`config.mk`:
```
export PLATFORM = sky130hd
export DESIGN_NAME = cluster_bus_wrap
export DESIGN_NICKNAME = d
export VERILOG_FILES = /design/src/cluster_bus_pkg.sv /design/src/cluster_addr_decode.sv /design/src/cluster_bus_demux.sv /design/src/cluster_bus_mux.sv /design/src/cluster_bus_spill.sv /design/src/cluster_bus_wrap.sv
export SDC_FILE = /design/constraint.sdc
export NUM_CORES = 1
export LEC_CHECK = 0
export BUFFER_PORTS_ARGS = -buffer_cell sky130_fd_sc_hd__buf_2
export CORE_AREA = 2 2 317 319
export CTS_CLUSTER_SIZE = 25
export DETAILED_ROUTE_END_ITERATION = 10
export DIE_AREA = 0 0 319 321
export GPL_TIMING_DRIVEN = 0
export PLACE_DENSITY = 0.59
export SKIP_LAST_GASP = 1
export SYNTH_ARGS = -nofsm -noshare
export SYNTH_HDL_FRONTEND = slang
export SYNTH_SLANG_ARGS = --single-unit
```
`constraint.sdc`:
```
create_clock -name clk_i -period 8.4 [get_ports clk_i]
set_input_delay 1.26 -clock clk_i [delete_from_list [all_inputs] [get_ports clk_i]]
set_output_delay 1.26 -clock clk_i [all_outputs]
set_load 0.01 [all_outputs]
```
`src/cluster_bus_pkg.sv`:
```
package cluster_bus_pkg;

  // Bus dimensions
  localparam int unsigned ADDR_W       = 32;
  localparam int unsigned DATA_W       = 32;
  localparam int unsigned BE_W         = DATA_W / 8;
  localparam int unsigned ID_IN_W      = 4;   // ID width seen by the initiators
  localparam int unsigned NB_INI       = 4;   // Data, instr, DMA, external
  localparam int unsigned NB_TGT       = 3;   // TCDM, peripherals, external
  localparam int unsigned INI_IDX_W    = $clog2(NB_INI);
  localparam int unsigned ID_OUT_W     = ID_IN_W + INI_IDX_W;
  localparam int unsigned CLUSTER_ID_W = 6;

  // Target index, also the target port number in the crossbar
  typedef logic [1:0] tgt_idx_t;

  localparam tgt_idx_t TGT_TCDM   = 2'd0;
  localparam tgt_idx_t TGT_PERIPH = 2'd1;
  localparam tgt_idx_t TGT_EXT    = 2'd2;

  // Request payloads, identical apart from the ID width
  typedef struct packed {
    logic [ADDR_W-1:0]  addr;
    logic               we;
    logic [DATA_W-1:0]  wdata;
    logic [BE_W-1:0]    be;
    logic [ID_IN_W-1:0] id;
  } ini_req_chan_t;

  typedef struct packed {
    logic [ADDR_W-1:0]   addr;
    logic                we;
    logic [DATA_W-1:0]   wdata;
    logic [BE_W-1:0]     be;
    logic [ID_OUT_W-1:0] id;   // Initiator index on top of the original ID
  } tgt_req_chan_t;

  // Response payloads
  typedef struct packed {
    logic [DATA_W-1:0]  rdata;
    logic [ID_IN_W-1:0] id;
  } ini_rsp_chan_t;

  typedef struct packed {
    logic [DATA_W-1:0]   rdata;
    logic [ID_OUT_W-1:0] id;
  } tgt_rsp_chan_t;

  // Port bundles, one per driving side
  typedef struct packed {
    logic          req_valid;
    ini_req_chan_t req;
    logic          rsp_ready;
  } ini_req_t;

  typedef struct packed {
    logic          req_ready;
    logic          rsp_valid;
    ini_rsp_chan_t rsp;
  } ini_rsp_t;

  typedef struct packed {
    logic          req_valid;
    tgt_req_chan_t req;
    logic          rsp_ready;
  } tgt_req_t;

  typedef struct packed {
    logic          req_ready;
    logic          rsp_valid;
    tgt_rsp_chan_t rsp;
  } tgt_rsp_t;

endpackage

```
`src/cluster_addr_decode.sv`:
```
`timescale 1ns/1ps

module cluster_addr_decode #(
  parameter logic [cluster_bus_pkg::ADDR_W-1:0] BASE_ADDR   = 32'h1000_0000,
  parameter logic [cluster_bus_pkg::ADDR_W-1:0] PERIPH_OFFS = 32'h0020_0000,
  parameter logic [cluster_bus_pkg::ADDR_W-1:0] EXT_OFFS    = 32'h0040_0000,
  parameter logic [cluster_bus_pkg::ADDR_W-1:0] TCDM_SIZE   = 32'h0002_0000
) (
  input  logic [cluster_bus_pkg::CLUSTER_ID_W-1:0] cluster_id_i,
  input  logic [cluster_bus_pkg::ADDR_W-1:0]       addr_i,
  output cluster_bus_pkg::tgt_idx_t                tgt_o
);

  import cluster_bus_pkg::*;

  localparam int unsigned N_RULES = 4;

  // One address window, end is exclusive
  typedef struct packed {
    tgt_idx_t          idx;
    logic [ADDR_W-1:0] start_addr;
    logic [ADDR_W-1:0] end_addr;
  } rule_t;

  logic [ADDR_W-1:0]  cluster_base;
  rule_t [N_RULES-1:0] rules;

  // Each cluster owns a 4 MiB slot above the base
  assign cluster_base = BASE_ADDR + (ADDR_W'(cluster_id_i) << 22);

  assign rules[0] = '{idx: TGT_TCDM, start_addr: cluster_base,
                      end_addr: cluster_base + TCDM_SIZE};
  assign rules[1] = '{idx: TGT_PERIPH, start_addr: cluster_base + PERIPH_OFFS,
                      end_addr: cluster_base + EXT_OFFS};
  assign rules[2] = '{idx: TGT_EXT, start_addr: cluster_base + EXT_OFFS,
                      end_addr: '1};  // Above the cluster
  assign rules[3] = '{idx: TGT_EXT, start_addr: '0,
                      end_addr: cluster_base};  // Below the cluster

  // Lowest rule wins; gap after TCDM and the top word fall to external
  always_comb begin
    tgt_o = TGT_EXT;
    for (int i = N_RULES - 1; i >= 0; i--) begin
      if (addr_i >= rules[i].start_addr && addr_i < rules[i].end_addr) begin
        tgt_o = rules[i].idx;
      end
    end
  end

endmodule

```
`src/cluster_bus_demux.sv`:
```
`timescale 1ns/1ps

module cluster_bus_demux #(
  parameter logic [cluster_bus_pkg::ADDR_W-1:0] BASE_ADDR   = 32'h1000_0000,
  parameter logic [cluster_bus_pkg::ADDR_W-1:0] PERIPH_OFFS = 32'h0020_0000,
  parameter logic [cluster_bus_pkg::ADDR_W-1:0] EXT_OFFS    = 32'h0040_0000,
  parameter logic [cluster_bus_pkg::ADDR_W-1:0] TCDM_SIZE   = 32'h0002_0000,
  parameter int unsigned                        MAX_OUTST   = 4
) (
  input  logic                                                clk_i,
  input  logic                                                rst_n_i,
  input  logic [cluster_bus_pkg::CLUSTER_ID_W-1:0]            cluster_id_i,
  input  cluster_bus_pkg::ini_req_t                           ini_req_i,
  output cluster_bus_pkg::ini_rsp_t                           ini_rsp_o,
  output cluster_bus_pkg::ini_req_t [cluster_bus_pkg::NB_TGT-1:0] tgt_req_o,
  input  cluster_bus_pkg::ini_rsp_t [cluster_bus_pkg::NB_TGT-1:0] tgt_rsp_i
);

  import cluster_bus_pkg::*;

  localparam int unsigned CNT_W = $clog2(MAX_OUTST + 1);

  tgt_idx_t   dec_tgt;
  tgt_idx_t   lock_q;
  logic [CNT_W-1:0] cnt_q;
  logic       can_pass;
  logic       req_fire;
  logic       rsp_fire;

  cluster_addr_decode #(
    .BASE_ADDR   (BASE_ADDR),
    .PERIPH_OFFS (PERIPH_OFFS),
    .EXT_OFFS    (EXT_OFFS),
    .TCDM_SIZE   (TCDM_SIZE)
  ) u_decode (
    .cluster_id_i (cluster_id_i),
    .addr_i       (ini_req_i.req.addr),
    .tgt_o        (dec_tgt)
  );

  // Switching targets only once the pipe is empty keeps responses in order
  assign can_pass = (cnt_q == '0) ||
                    ((cnt_q < CNT_W'(MAX_OUTST)) && (dec_tgt == lock_q));

  always_comb begin
    for (int t = 0; t < NB_TGT; t++) begin
      tgt_req_o[t].req       = ini_req_i.req;
      tgt_req_o[t].req_valid = ini_req_i.req_valid && can_pass && (dec_tgt == tgt_idx_t'(t));
      tgt_req_o[t].rsp_ready = ini_req_i.rsp_ready && (lock_q == tgt_idx_t'(t));
    end
  end

  // Ready from the decoded target, response from the locked one
  always_comb begin
    ini_rsp_o = '0;
    for (int t = 0; t < NB_TGT; t++) begin
      if (dec_tgt == tgt_idx_t'(t)) begin
        ini_rsp_o.req_ready = can_pass && tgt_rsp_i[t].req_ready;
      end
      if (lock_q == tgt_idx_t'(t)) begin
        ini_rsp_o.rsp_valid = tgt_rsp_i[t].rsp_valid;
        ini_rsp_o.rsp       = tgt_rsp_i[t].rsp;
      end
    end
  end

  assign req_fire = ini_req_i.req_valid && ini_rsp_o.req_ready;
  assign rsp_fire = ini_rsp_o.rsp_valid && ini_req_i.rsp_ready;

  always_ff @(posedge clk_i) begin
    if (!rst_n_i) begin
      cnt_q  <= '0;
      lock_q <= TGT_TCDM;
    end else begin
      if (req_fire && !rsp_fire) begin
        cnt_q <= cnt_q + 1'b1;
      end else if (!req_fire && rsp_fire) begin
        cnt_q <= cnt_q - 1'b1;
      end
      if (req_fire) begin
        lock_q <= dec_tgt;
      end
    end
  end

  // Responses only ever come back for requests this port issued
  a_no_stray_rsp : assert property (
    @(posedge clk_i) disable iff (!rst_n_i)
    ini_rsp_o.rsp_valid |-> cnt_q != '0
  ) else $error("response with no outstanding request");

endmodule

```
`src/cluster_bus_mux.sv`:
```
`timescale 1ns/1ps

module cluster_bus_mux (
  input  logic                                                clk_i,
  input  logic                                                rst_n_i,
  input  cluster_bus_pkg::ini_req_t [cluster_bus_pkg::NB_INI-1:0] ini_req_i,
  output cluster_bus_pkg::ini_rsp_t [cluster_bus_pkg::NB_INI-1:0] ini_rsp_o,
  output cluster_bus_pkg::tgt_req_t                           tgt_req_o,
  input  cluster_bus_pkg::tgt_rsp_t                           tgt_rsp_i
);

  import cluster_bus_pkg::*;

  logic [INI_IDX_W-1:0] rr_q;      // Highest priority this cycle
  logic [NB_INI-1:0]    gnt;
  logic [INI_IDX_W-1:0] gnt_idx;
  logic                 arb_valid;
  logic                 arb_ready;
  tgt_req_chan_t        arb_req;

  logic                 rsp_valid;
  logic                 rsp_ready;
  tgt_rsp_chan_t        rsp;
  logic [INI_IDX_W-1:0] rsp_dst;

  // Round-robin search starting at the pointer
  always_comb begin : arb
    int unsigned ini;
    gnt     = '0;
    gnt_idx = rr_q;
    for (int k = 0; k < NB_INI; k++) begin
      ini = (int'(rr_q) + k) % NB_INI;
      if (gnt == '0 && ini_req_i[ini].req_valid) begin
        gnt[ini] = 1'b1;
        gnt_idx  = INI_IDX_W'(ini);
      end
    end
  end

  assign arb_valid     = |gnt;
  assign arb_req.addr  = ini_req_i[gnt_idx].req.addr;
  assign arb_req.we    = ini_req_i[gnt_idx].req.we;
  assign arb_req.wdata = ini_req_i[gnt_idx].req.wdata;
  assign arb_req.be    = ini_req_i[gnt_idx].req.be;
  assign arb_req.id    = {gnt_idx, ini_req_i[gnt_idx].req.id};  // Tag with the source port

  always_ff @(posedge clk_i) begin
    if (!rst_n_i) begin
      rr_q <= '0;
    end else if (arb_valid && arb_ready) begin
      if (gnt_idx == INI_IDX_W'(NB_INI - 1)) begin
        rr_q <= '0;
      end else begin
        rr_q <= gnt_idx + 1'b1;
      end
    end
  end

  cluster_bus_spill #(
    .payload_t (tgt_req_chan_t)
  ) u_req_spill (
    .clk_i   (clk_i),
    .rst_n_i (rst_n_i),
    .valid_i (arb_valid),
    .ready_o (arb_ready),
    .data_i  (arb_req),
    .valid_o (tgt_req_o.req_valid),
    .ready_i (tgt_rsp_i.req_ready),
    .data_o  (tgt_req_o.req)
  );

  cluster_bus_spill #(
    .payload_t (tgt_rsp_chan_t)
  ) u_rsp_spill (
    .clk_i   (clk_i),
    .rst_n_i (rst_n_i),
    .valid_i (tgt_rsp_i.rsp_valid),
    .ready_o (tgt_req_o.rsp_ready),
    .data_i  (tgt_rsp_i.rsp),
    .valid_o (rsp_valid),
    .ready_i (rsp_ready),
    .data_o  (rsp)
  );

  // Upper ID bits name the initiator
  assign rsp_dst = rsp.id[ID_OUT_W-1 -: INI_IDX_W];

  always_comb begin
    rsp_ready = 1'b0;
    for (int i = 0; i < NB_INI; i++) begin
      ini_rsp_o[i].req_ready = gnt[i] && arb_ready;
      ini_rsp_o[i].rsp_valid = rsp_valid && (rsp_dst == INI_IDX_W'(i));
      ini_rsp_o[i].rsp.rdata = rsp.rdata;
      ini_rsp_o[i].rsp.id    = rsp.id[ID_IN_W-1:0];
      if (rsp_dst == INI_IDX_W'(i)) begin
        rsp_ready = ini_req_i[i].rsp_ready;   // Head of line blocks the rest
      end
    end
  end

  a_gnt_onehot : assert property (
    @(posedge clk_i) disable iff (!rst_n_i) $onehot0(gnt)
  ) else $error("more than one initiator granted");

endmodule

```
`src/cluster_bus_spill.sv`:
```
`timescale 1ns/1ps

module cluster_bus_spill #(
  parameter type payload_t = logic
) (
  input  logic     clk_i,
  input  logic     rst_n_i,
  input  logic     valid_i,
  output logic     ready_o,
  input  payload_t data_i,
  output logic     valid_o,
  input  logic     ready_i,
  output payload_t data_o
);

  logic     full_q;
  payload_t data_q;
  logic     load;

  // Stage can take a new item while the old one leaves
  assign ready_o = !full_q || ready_i;
  assign load    = valid_i && ready_o;

  always_ff @(posedge clk_i) begin
    if (!rst_n_i) begin
      full_q <= 1'b0;
    end else if (load) begin
      full_q <= 1'b1;
    end else if (ready_i) begin
      full_q <= 1'b0;     // Drained with nothing behind it
    end
  end

  always_ff @(posedge clk_i) begin
    if (load) begin
      data_q <= data_i;
    end
  end

  assign valid_o = full_q;
  assign data_o  = data_q;

  // A stalled item must neither vanish nor change
  a_stall_stable : assert property (
    @(posedge clk_i) disable iff (!rst_n_i)
    valid_o && !ready_i |=> valid_o && $stable(data_o)
  ) else $error("spill output changed while stalled");

endmodule

```
`src/cluster_bus_wrap.sv`:
```
`timescale 1ns/1ps

module cluster_bus_wrap #(
  parameter logic [cluster_bus_pkg::ADDR_W-1:0] BASE_ADDR   = 32'h1000_0000,
  parameter logic [cluster_bus_pkg::ADDR_W-1:0] PERIPH_OFFS = 32'h0020_0000,
  parameter logic [cluster_bus_pkg::ADDR_W-1:0] EXT_OFFS    = 32'h0040_0000,
  parameter logic [cluster_bus_pkg::ADDR_W-1:0] TCDM_SIZE   = 32'h0002_0000,
  parameter int unsigned                        MAX_OUTST   = 4
) (
  input  logic                                     clk_i,
  input  logic                                     rst_n_i,
  input  logic [cluster_bus_pkg::CLUSTER_ID_W-1:0] cluster_id_i,
  // Initiator ports
  input  cluster_bus_pkg::ini_req_t                data_req_i,
  output cluster_bus_pkg::ini_rsp_t                data_rsp_o,
  input  cluster_bus_pkg::ini_req_t                instr_req_i,
  output cluster_bus_pkg::ini_rsp_t                instr_rsp_o,
  input  cluster_bus_pkg::ini_req_t                dma_req_i,
  output cluster_bus_pkg::ini_rsp_t                dma_rsp_o,
  input  cluster_bus_pkg::ini_req_t                ext_req_i,
  output cluster_bus_pkg::ini_rsp_t                ext_rsp_o,
  // Target ports
  output cluster_bus_pkg::tgt_req_t                tcdm_req_o,
  input  cluster_bus_pkg::tgt_rsp_t                tcdm_rsp_i,
  output cluster_bus_pkg::tgt_req_t                periph_req_o,
  input  cluster_bus_pkg::tgt_rsp_t                periph_rsp_i,
  output cluster_bus_pkg::tgt_req_t                ext_req_o,
  input  cluster_bus_pkg::tgt_rsp_t                ext_rsp_i
);

  import cluster_bus_pkg::*;

  if (TCDM_SIZE == 0) $fatal(1, "TCDM size must be non-zero");
  if (TCDM_SIZE > PERIPH_OFFS) $fatal(1, "TCDM window overlaps the peripheral window");
  if (MAX_OUTST == 0) $fatal(1, "at least one outstanding request is needed");

  ini_req_t [NB_INI-1:0]             ini_reqs;
  ini_rsp_t [NB_INI-1:0]             ini_rsps;
  ini_req_t [NB_INI-1:0][NB_TGT-1:0] dmx_req;   // Indexed [initiator][target]
  ini_rsp_t [NB_INI-1:0][NB_TGT-1:0] dmx_rsp;
  ini_req_t [NB_TGT-1:0][NB_INI-1:0] mux_req;   // Indexed [target][initiator]
  ini_rsp_t [NB_TGT-1:0][NB_INI-1:0] mux_rsp;
  tgt_req_t [NB_TGT-1:0]             tgt_reqs;
  tgt_rsp_t [NB_TGT-1:0]             tgt_rsps;

  // Initiator order sets the ID tag: data, instr, DMA, external
  assign ini_reqs[0] = data_req_i;
  assign ini_reqs[1] = instr_req_i;
  assign ini_reqs[2] = dma_req_i;
  assign ini_reqs[3] = ext_req_i;
  assign data_rsp_o  = ini_rsps[0];
  assign instr_rsp_o = ini_rsps[1];
  assign dma_rsp_o   = ini_rsps[2];
  assign ext_rsp_o   = ini_rsps[3];

  assign tcdm_req_o            = tgt_reqs[TGT_TCDM];
  assign periph_req_o          = tgt_reqs[TGT_PERIPH];
  assign ext_req_o             = tgt_reqs[TGT_EXT];
  assign tgt_rsps[TGT_TCDM]    = tcdm_rsp_i;
  assign tgt_rsps[TGT_PERIPH]  = periph_rsp_i;
  assign tgt_rsps[TGT_EXT]     = ext_rsp_i;

  for (genvar i = 0; i < NB_INI; i++) begin : g_ini
    cluster_bus_demux #(
      .BASE_ADDR   (BASE_ADDR),
      .PERIPH_OFFS (PERIPH_OFFS),
      .EXT_OFFS    (EXT_OFFS),
      .TCDM_SIZE   (TCDM_SIZE),
      .MAX_OUTST   (MAX_OUTST)
    ) u_demux (
      .clk_i        (clk_i),
      .rst_n_i      (rst_n_i),
      .cluster_id_i (cluster_id_i),
      .ini_req_i    (ini_reqs[i]),
      .ini_rsp_o    (ini_rsps[i]),
      .tgt_req_o    (dmx_req[i]),
      .tgt_rsp_i    (dmx_rsp[i])
    );

    for (genvar t = 0; t < NB_TGT; t++) begin : g_xpose
      assign mux_req[t][i] = dmx_req[i][t];
      assign dmx_rsp[i][t] = mux_rsp[t][i];
    end
  end

  for (genvar t = 0; t < NB_TGT; t++) begin : g_tgt
    cluster_bus_mux u_mux (
      .clk_i     (clk_i),
      .rst_n_i   (rst_n_i),
      .ini_req_i (mux_req[t]),
      .ini_rsp_o (mux_rsp[t]),
      .tgt_req_o (tgt_reqs[t]),
      .tgt_rsp_i (tgt_rsps[t])
    );
  end

endmodule

```
Word-level counts from Yosys, hierarchy flattened
Cells that the tools add are included.
W data, S select, Z words.
{ "op_classes": {"n_addsub": 24, "n_lt_le_gt_ge": 47, "n_eq_ne": 32, "muxes": 142, "bitwise_logic": 9, "reduce_logical": 180} }
{ "ops": {"columns": ["op", "count"], "rows": [
  ["$bmux W75 S2", 15],
  ["$mux W75", 12],
  ["$mux W37", 12],
  ["$mux W74", 3],
  ["$ge A32 B32 Y1", 6],
  ["$lt A32 B32 Y1", 6],
  ["$logic_and A1 B1 Y1", 119],
  ["$lt A32 B31 Y1", 2],
  ["$mux W1", 48],
  ["$mux W4", 12],
  ["$lt A2 B3 Y1 const B", 15],
  ["$mux W2", 20],
  ["$logic_not A4 Y1", 9],
  ["$or A4 B4 Y4", 9],
  ["$eq A2 B2 Y1 const B", 17],
  ["$ge A32 B30 Y1", 1],
  ["$ge A32 B31 Y1", 1],
  ["$add A30 B18 Y31 const B", 1],
  ["$add A30 B22 Y31 const B", 1],
  ["$add A30 B23 Y31 const B", 1],
  ["$add A29 B28 Y30 const A", 1],
  ["$demux W1 S2", 12],
  ["$ge A2 B1 Y1 const B", 12],
  ["$mux W3", 8],
  ["13 further kinds", 91]
]} }
{ "word_totals": {"register_bits": 371, "output_inout_bits": 383} }

Logic depth before layout (Yosys ltp)
{ "logic_depth": {"ltp_word": 33, "depth_mapped": 26, "ltp_nobuf": 23} }

Modules after synthesis
A second synthesis with hierarchy kept.
{ "hier_totals": {"cells_unflattened": 3030, "area_unflattened_um2": 34237.8} }
{ "modules_own_cells": {"columns": ["mod", "n_inst", "cells_per_inst", "area_each_um2", "seq_area_each_um2"], "rows": [
  ["cluster_bus_demux", 4, 386, 2819.0, 100.1],
  ["cluster_bus_spill at g_tgt[0].u_mux.u_req_spill ...", 3, 80, 2309.7, 2272.2],
  ["cluster_bus_mux at g_tgt[2].u_mux", 1, 287, 3706.1, 40.0],
  ["cluster_bus_spill at g_tgt[0].u_mux.u_rsp_spill ...", 3, 43, 1198.6, 1161.1],
  ["cluster_bus_mux at g_tgt[0].u_mux", 1, 272, 3280.6, 40.0],
  ["cluster_bus_mux at g_tgt[1].u_mux", 1, 272, 3268.1, 40.0],
  ["cluster_addr_decode at g_ini[0].u_demux.u_decode ...", 2, 72, 546.8, 0.0],
  ["cluster_addr_decode at g_ini[2].u_demux.u_decode ...", 2, 71, 544.3, 0.0]
]} }

Least setup slack after synthesis
OpenSTA, ideal clock, no wires.
{ "synth_path": {"path_type": "input -> register", "startpoint": "input port cluster_id_i[0] (netlist bit)", "endpoint": "register g_tgt[1].u_mux.u_req_spill.data_q (netlist bit g_tgt[1].u_mux.u_req_spill.data_o[0]) (enable)", "setup_time_ns": 0.560, "arrival_ns": 8.347, "t_required_ns": 7.840, "slack_ns": -0.507, "cell_stages": 13, "path_buffers": 0, "cell_sequence": "ha_1 > xnor2_1 > ha_1 > a21oi_1 > nand2_1 > o41a_1 > o211a_1 > a211oi_1 > a32oi_1 > a211o_1 > a211oi_1 > nor4_2 > a31oi_1"} }
{ "synth_via": {"elab_chain_cells": 25, "elab_cells_between_ends": 83, "cone_classes": "add/sub: 4; order compare: 16; eq/ne: 8; mux: 20; bitwise: 3; reduce/logical: 32"} }
{ "synth_rtl": {"columns": ["element", "line", "rtl"], "rows": [
  ["from (decl)", "cluster_bus_wrap.sv:12", "input logic [cluster_bus_pkg::CLUSTER_ID_W-1:0] cluster_id_i,"],
  ["$add A29 B28 Y30 (*)", "cluster_addr_decode.sv:29", "assign cluster_base = BASE_ADDR + (ADDR_W'(cluster_id_i) << 22);"],
  ["$add A30 B22 Y31 / $add A30 B23 Y31 (equally long branches)", null, null],
  ["$ge A32 B32 Y1, or another cell as far along", "cluster_addr_decode.sv:44", "if (addr_i >= rules[i].start_addr && addr_i < rules[i].end_addr) begin"],
  ["$logic_and A1 B1 Y1", "cluster_addr_decode.sv:44", null],
  ["$mux W2 (2 in series)", "cluster_addr_decode.sv:44", null],
  ["$eq A2 B2 Y1", "cluster_bus_demux.sv:43", "((cnt_q < CNT_W'(MAX_OUTST)) && (dec_tgt == lock_q));"],
  ["$logic_and A1 B1 Y1", "cluster_bus_demux.sv:43", null],
  ["$logic_or A1 B1 Y1", "cluster_bus_demux.sv:42", "assign can_pass = (cnt_q == '0) ||"],
  ["[... 9 more ...]", null, null],
  ["$logic_and A1 B1 Y1", "cluster_bus_mux.sv:33", "if (gnt == '0 && ini_req_i[ini].req_valid) begin"],
  ["$mux W4", "cluster_bus_mux.sv:33", null],
  ["$logic_not A4 Y1", "cluster_bus_mux.sv:33", null],
  ["$logic_and A1 B1 Y1", "cluster_bus_mux.sv:33", null],
  ["$mux W4 (*)", "cluster_bus_mux.sv:33", null],
  ["$reduce_or A4 Y1 (*)", "cluster_bus_mux.sv:40", "assign arb_valid = |gnt;"],
  ["$logic_and A1 B1 Y1 (*)", "cluster_bus_spill.sv:22", "assign load = valid_i && ready_o;"],
  ["named net g_tgt[1].u_mux.u_req_spill.load", "cluster_bus_spill.sv:18", "logic load;"],
  ["to (signal assigned)", "cluster_bus_spill.sv:36", "data_q <= data_i;"],
  ["to (decl)", "cluster_bus_spill.sv:17", "payload_t data_q;"]
]} }
Mark *: on every way through the listed nets, which the timed path passes. The rest lies on a longest branch. The select of a mux whose other input is x is not followed.
A chain may end at the register's enable or synchronous reset.

==> results.md <==
* Outcome: finished, final reports clean
* WP data arrival at 6.89 ns
* Layout cells sized above 1 at 37.4%
* Synth cell count leaders: mux2i_1 (424), edfxtp_1 (339), nand2_1 (205)
* Flop pwr share at 22.4%
* Crit path max-delay cell type: nor4_2
* Yosys reg bits at 371
* Vias in the first global route at 23,200
* Leakage power at 12.9 nW
* Net Switching at ~8.0 mW
* Total track usage at 24.2%
* Seq/Total Area, Yosys at 42.2%
* Slew margin rel. at between 20% and 30%
* Library cells used by synthesis at 97
* Mean number of vias per cell at 5.46
* Maximum fanout along the worst path at 6
* GRT overflow at 0
* CTS Sinks at roughly 370
* Yosys top cell area share at 39.7%
* Crit end category: primary output
* CP max stage delay at 0.73 ns
* Vias at 24,000
* Initial antenna violation count at 53
* Yosys warning total at 0
* Antenna Nets Post-Route at 0
* Pin count of the biggest net entering global routing at between 40 and 50
* Port Buf Inserts at 810
* Final max-slew violation count at 0
* Gpl congestion at ~0.94
* Area after DPL at 31,600 um^2
* PwrDens at 516 nW/um^2
* Drt total wl at roughly 130 mm
* Drt wl/cell at 29.6 um
* Die Span Y at 321 um
* Final #Nets at 3,551
* Final period util at 97.0%
* Highest clock rate at 123 MHz
* DRC errors left at 0
* Top Ports at 811
* Setup TNS at 0 ns
* Final Skew at 0.0339 ns
* DIE WIDTH at 319 um
* Design Area, Final at 33,500 um^2
* Synth area leaders: edfxtp_1 (40%), mux2i_1 (17%), mux4_2 (11%)
* Hold Violations, Final at 0
* Post-synth EDFFs at between 300 and 400
* Syn Nets at 2,678
* Type of the worst min-delay path: register to register
* Cell Rows at 116
* Cell taking the most area after synthesis: edfxtp_1
* Worst vdd ir at 0.435 mV
* Initial DRC Count at approximately 2,400
* Crit path time final at between 8 and 9 ns
* Worst Tran Pin Value at ~1.1 ns
* Area Overhead vs Synth at 30.5%
* Fraction of registers with async set/reset at 0%
* Crit-path cells: buf_2, inv_1, ha_1, a2111oi_0, o21ai_0, nor4_2, nand2_1, a2111oi_2, o21bai_1, a211o_1, or3_1, a2111oi_1, o21ai_0, o31ai_1, nor2b_1, a211oi_1, buf_2
* Clock Latency Late Sink at 0.66 ns
* Switching share of power at 46.5%
* Core Area at between 90,000 and 100,000 um^2
* Syn Area/Cell at 11.8 um^2
* Clock Path Buffers at 3
* Initial Util at around 26%
* Main flop type after synthesis: edfxtp_1
* Clock transition at path regs at 0.05 ns
* Worst endpoint required time at about 7 ns
* Combinational share of power at 64.5%
* P_int at 9.22 mW
* Startpoint types: input pin
* Cell at the root of the clock tree: clkbuf_16
* CTS tree: done
* Final setup viols at 0
* Clock Power Share at a little over an eighth
* DP HPWL at 103 mm
* Max_cap viols at 0
* Mapped Area at 25,700 um^2
* Full die area at 102,000 um^2
* Total CTS buffers at 50
* H-tree depth at 2
* First-pass GRT wire length at between 150 and 200 mm
* Syn Inst Count at ~2,200
* CP Class: input pin to primary output
* Most common cell in the netlist: mux2i_1
* First-pass DRT Iterations at 5
==> worst paths after layout <==
kind,endpoint,from,slack (ns),cells after the start
hold reg to reg,g_ini[3].u_demux.cnt_q[2]$_SDFFE_PN0P_,g_ini[3].u_demux.cnt_q[2]$_SDFFE_PN0P_,0.50,2
setup reg to reg,g_tgt[1].u_mux.u_req_spill.data_o[29]$_DFFE_PP_,g_tgt[1].u_mux.rr_q[1]$_SDFFE_PN0P_,2.20,14
setup / recovery,ext_rsp_o[37],cluster_id_i[5],0.25,17
hold / removal,g_ini[3].u_demux.cnt_q[2]$_SDFFE_PN0P_,g_ini[3].u_demux.cnt_q[2]$_SDFFE_PN0P_,0.50,2
==> placed cells by master (no fill, tap or decap), types with 32 or more instances in the layout <==
cell type,instances
buf_2,838
nor3_1,32
clkbuf_1,71
nand3_1,32
a21oi_1,40
ha_1,78
nor2_1,78
nand2_1,205
mux4_2,130
dfxtp_1,32
clkbuf_16,50
mux2i_1,424
edfxtp_1,339
inv_1,53
o21ai_0,189
==> registers in the layout, indices dropped and copies added (netlist names) <==
register                         flops
g_tgt.u_mux.u_rsp_spill.data_o     114
g_ini.u_demux.lock_q                 8
g_tgt.u_mux.u_req_spill.valid_o      3
g_tgt.u_mux.u_rsp_spill.valid_o      3
g_ini.u_demux.cnt_q                 12
g_tgt.u_mux.u_req_spill.data_o     225
g_tgt.u_mux.rr_q                     6
==> stage by stage <==
stage	hold WS [ns]	setup WS, ns	std cells	util (%)	power, mW
after floorplan	0.466	0.333	2168	-	10.6
after global placement	0.483	-3.98	4276	31.6	14.8
after detailed placement	0.503	-0.304	4287	31.8	15.0
after CTS	0.511	0.0559	4381	33.6	17.3
after global routing	0.544	-0.0686	4395	33.7	17.9
final	0.503	0.252	4402	33.7	17.3
==> area by class of cell <==
cell class / instances / area, um^2
buffer: 137 / 756
inverter: 57 / 216
clock buffer: 61 / 1310
fill: 10200 / 65800
clock inverter: 33 / 380
antenna: 21 / 52.6
timing repair buffer: 821 / 4290
tap: 1298 / 1620
sequential: 371 / 10800
multi-input combinational: 1603 / 14000
==> power by group through the flow <==
stage,Clock [mW],Combinational (mW),Sequential [mW]
after floorplan,0,6.46,4.17
after global routing,2.39,11.6,3.91
after CTS,2.32,11.2,3.86
final,2.27,11.1,3.86
after global placement,0,10.8,4.03
after detailed placement,0,11.1,3.89
==> layer usage <==
layer / global-route usage, % / vias up / wire, um
met1: 27.6 / 11900 / 47500
li1: - / 10400 / -
met5: 0 / - / 163
met2: 42.7 / 1410 / 64700
met4: 11.4 / 24 / 6700
met3: 5.74 / 286 / 11100
==> critical path, delay by kind of cell <==
family                     cells  cell delay, ns
AOI/OAI and AO/OA              9            3.37
adders and majority gates      1            0.28
buffers and inverters          3            0.49
and+or+nand+nor                4            1.48
==> logic make-up after synthesis <==
logic type / Yosys count / synth area share [%]
AND/OR/NAND/NOR: 500 / 9.40
XOR/XNOR: 21 / 0.805
flip-flops: 371 / 42.2
adder cells (fa/ha/maj): 84 / 4.20
AO/OA/AOI/OAI: 444 / 11.7
buffers and inverters: 194 / 3.78
multiplexers: 554 / 28.0
==> what timing repair did <==
item	CTS	global route
endpoints found under the setup margin	2	3
gates resized for setup	4	15
hold buffers	0	0
setup buffers	0	0
No activity file was read; power rests on OpenSTA's default activity.
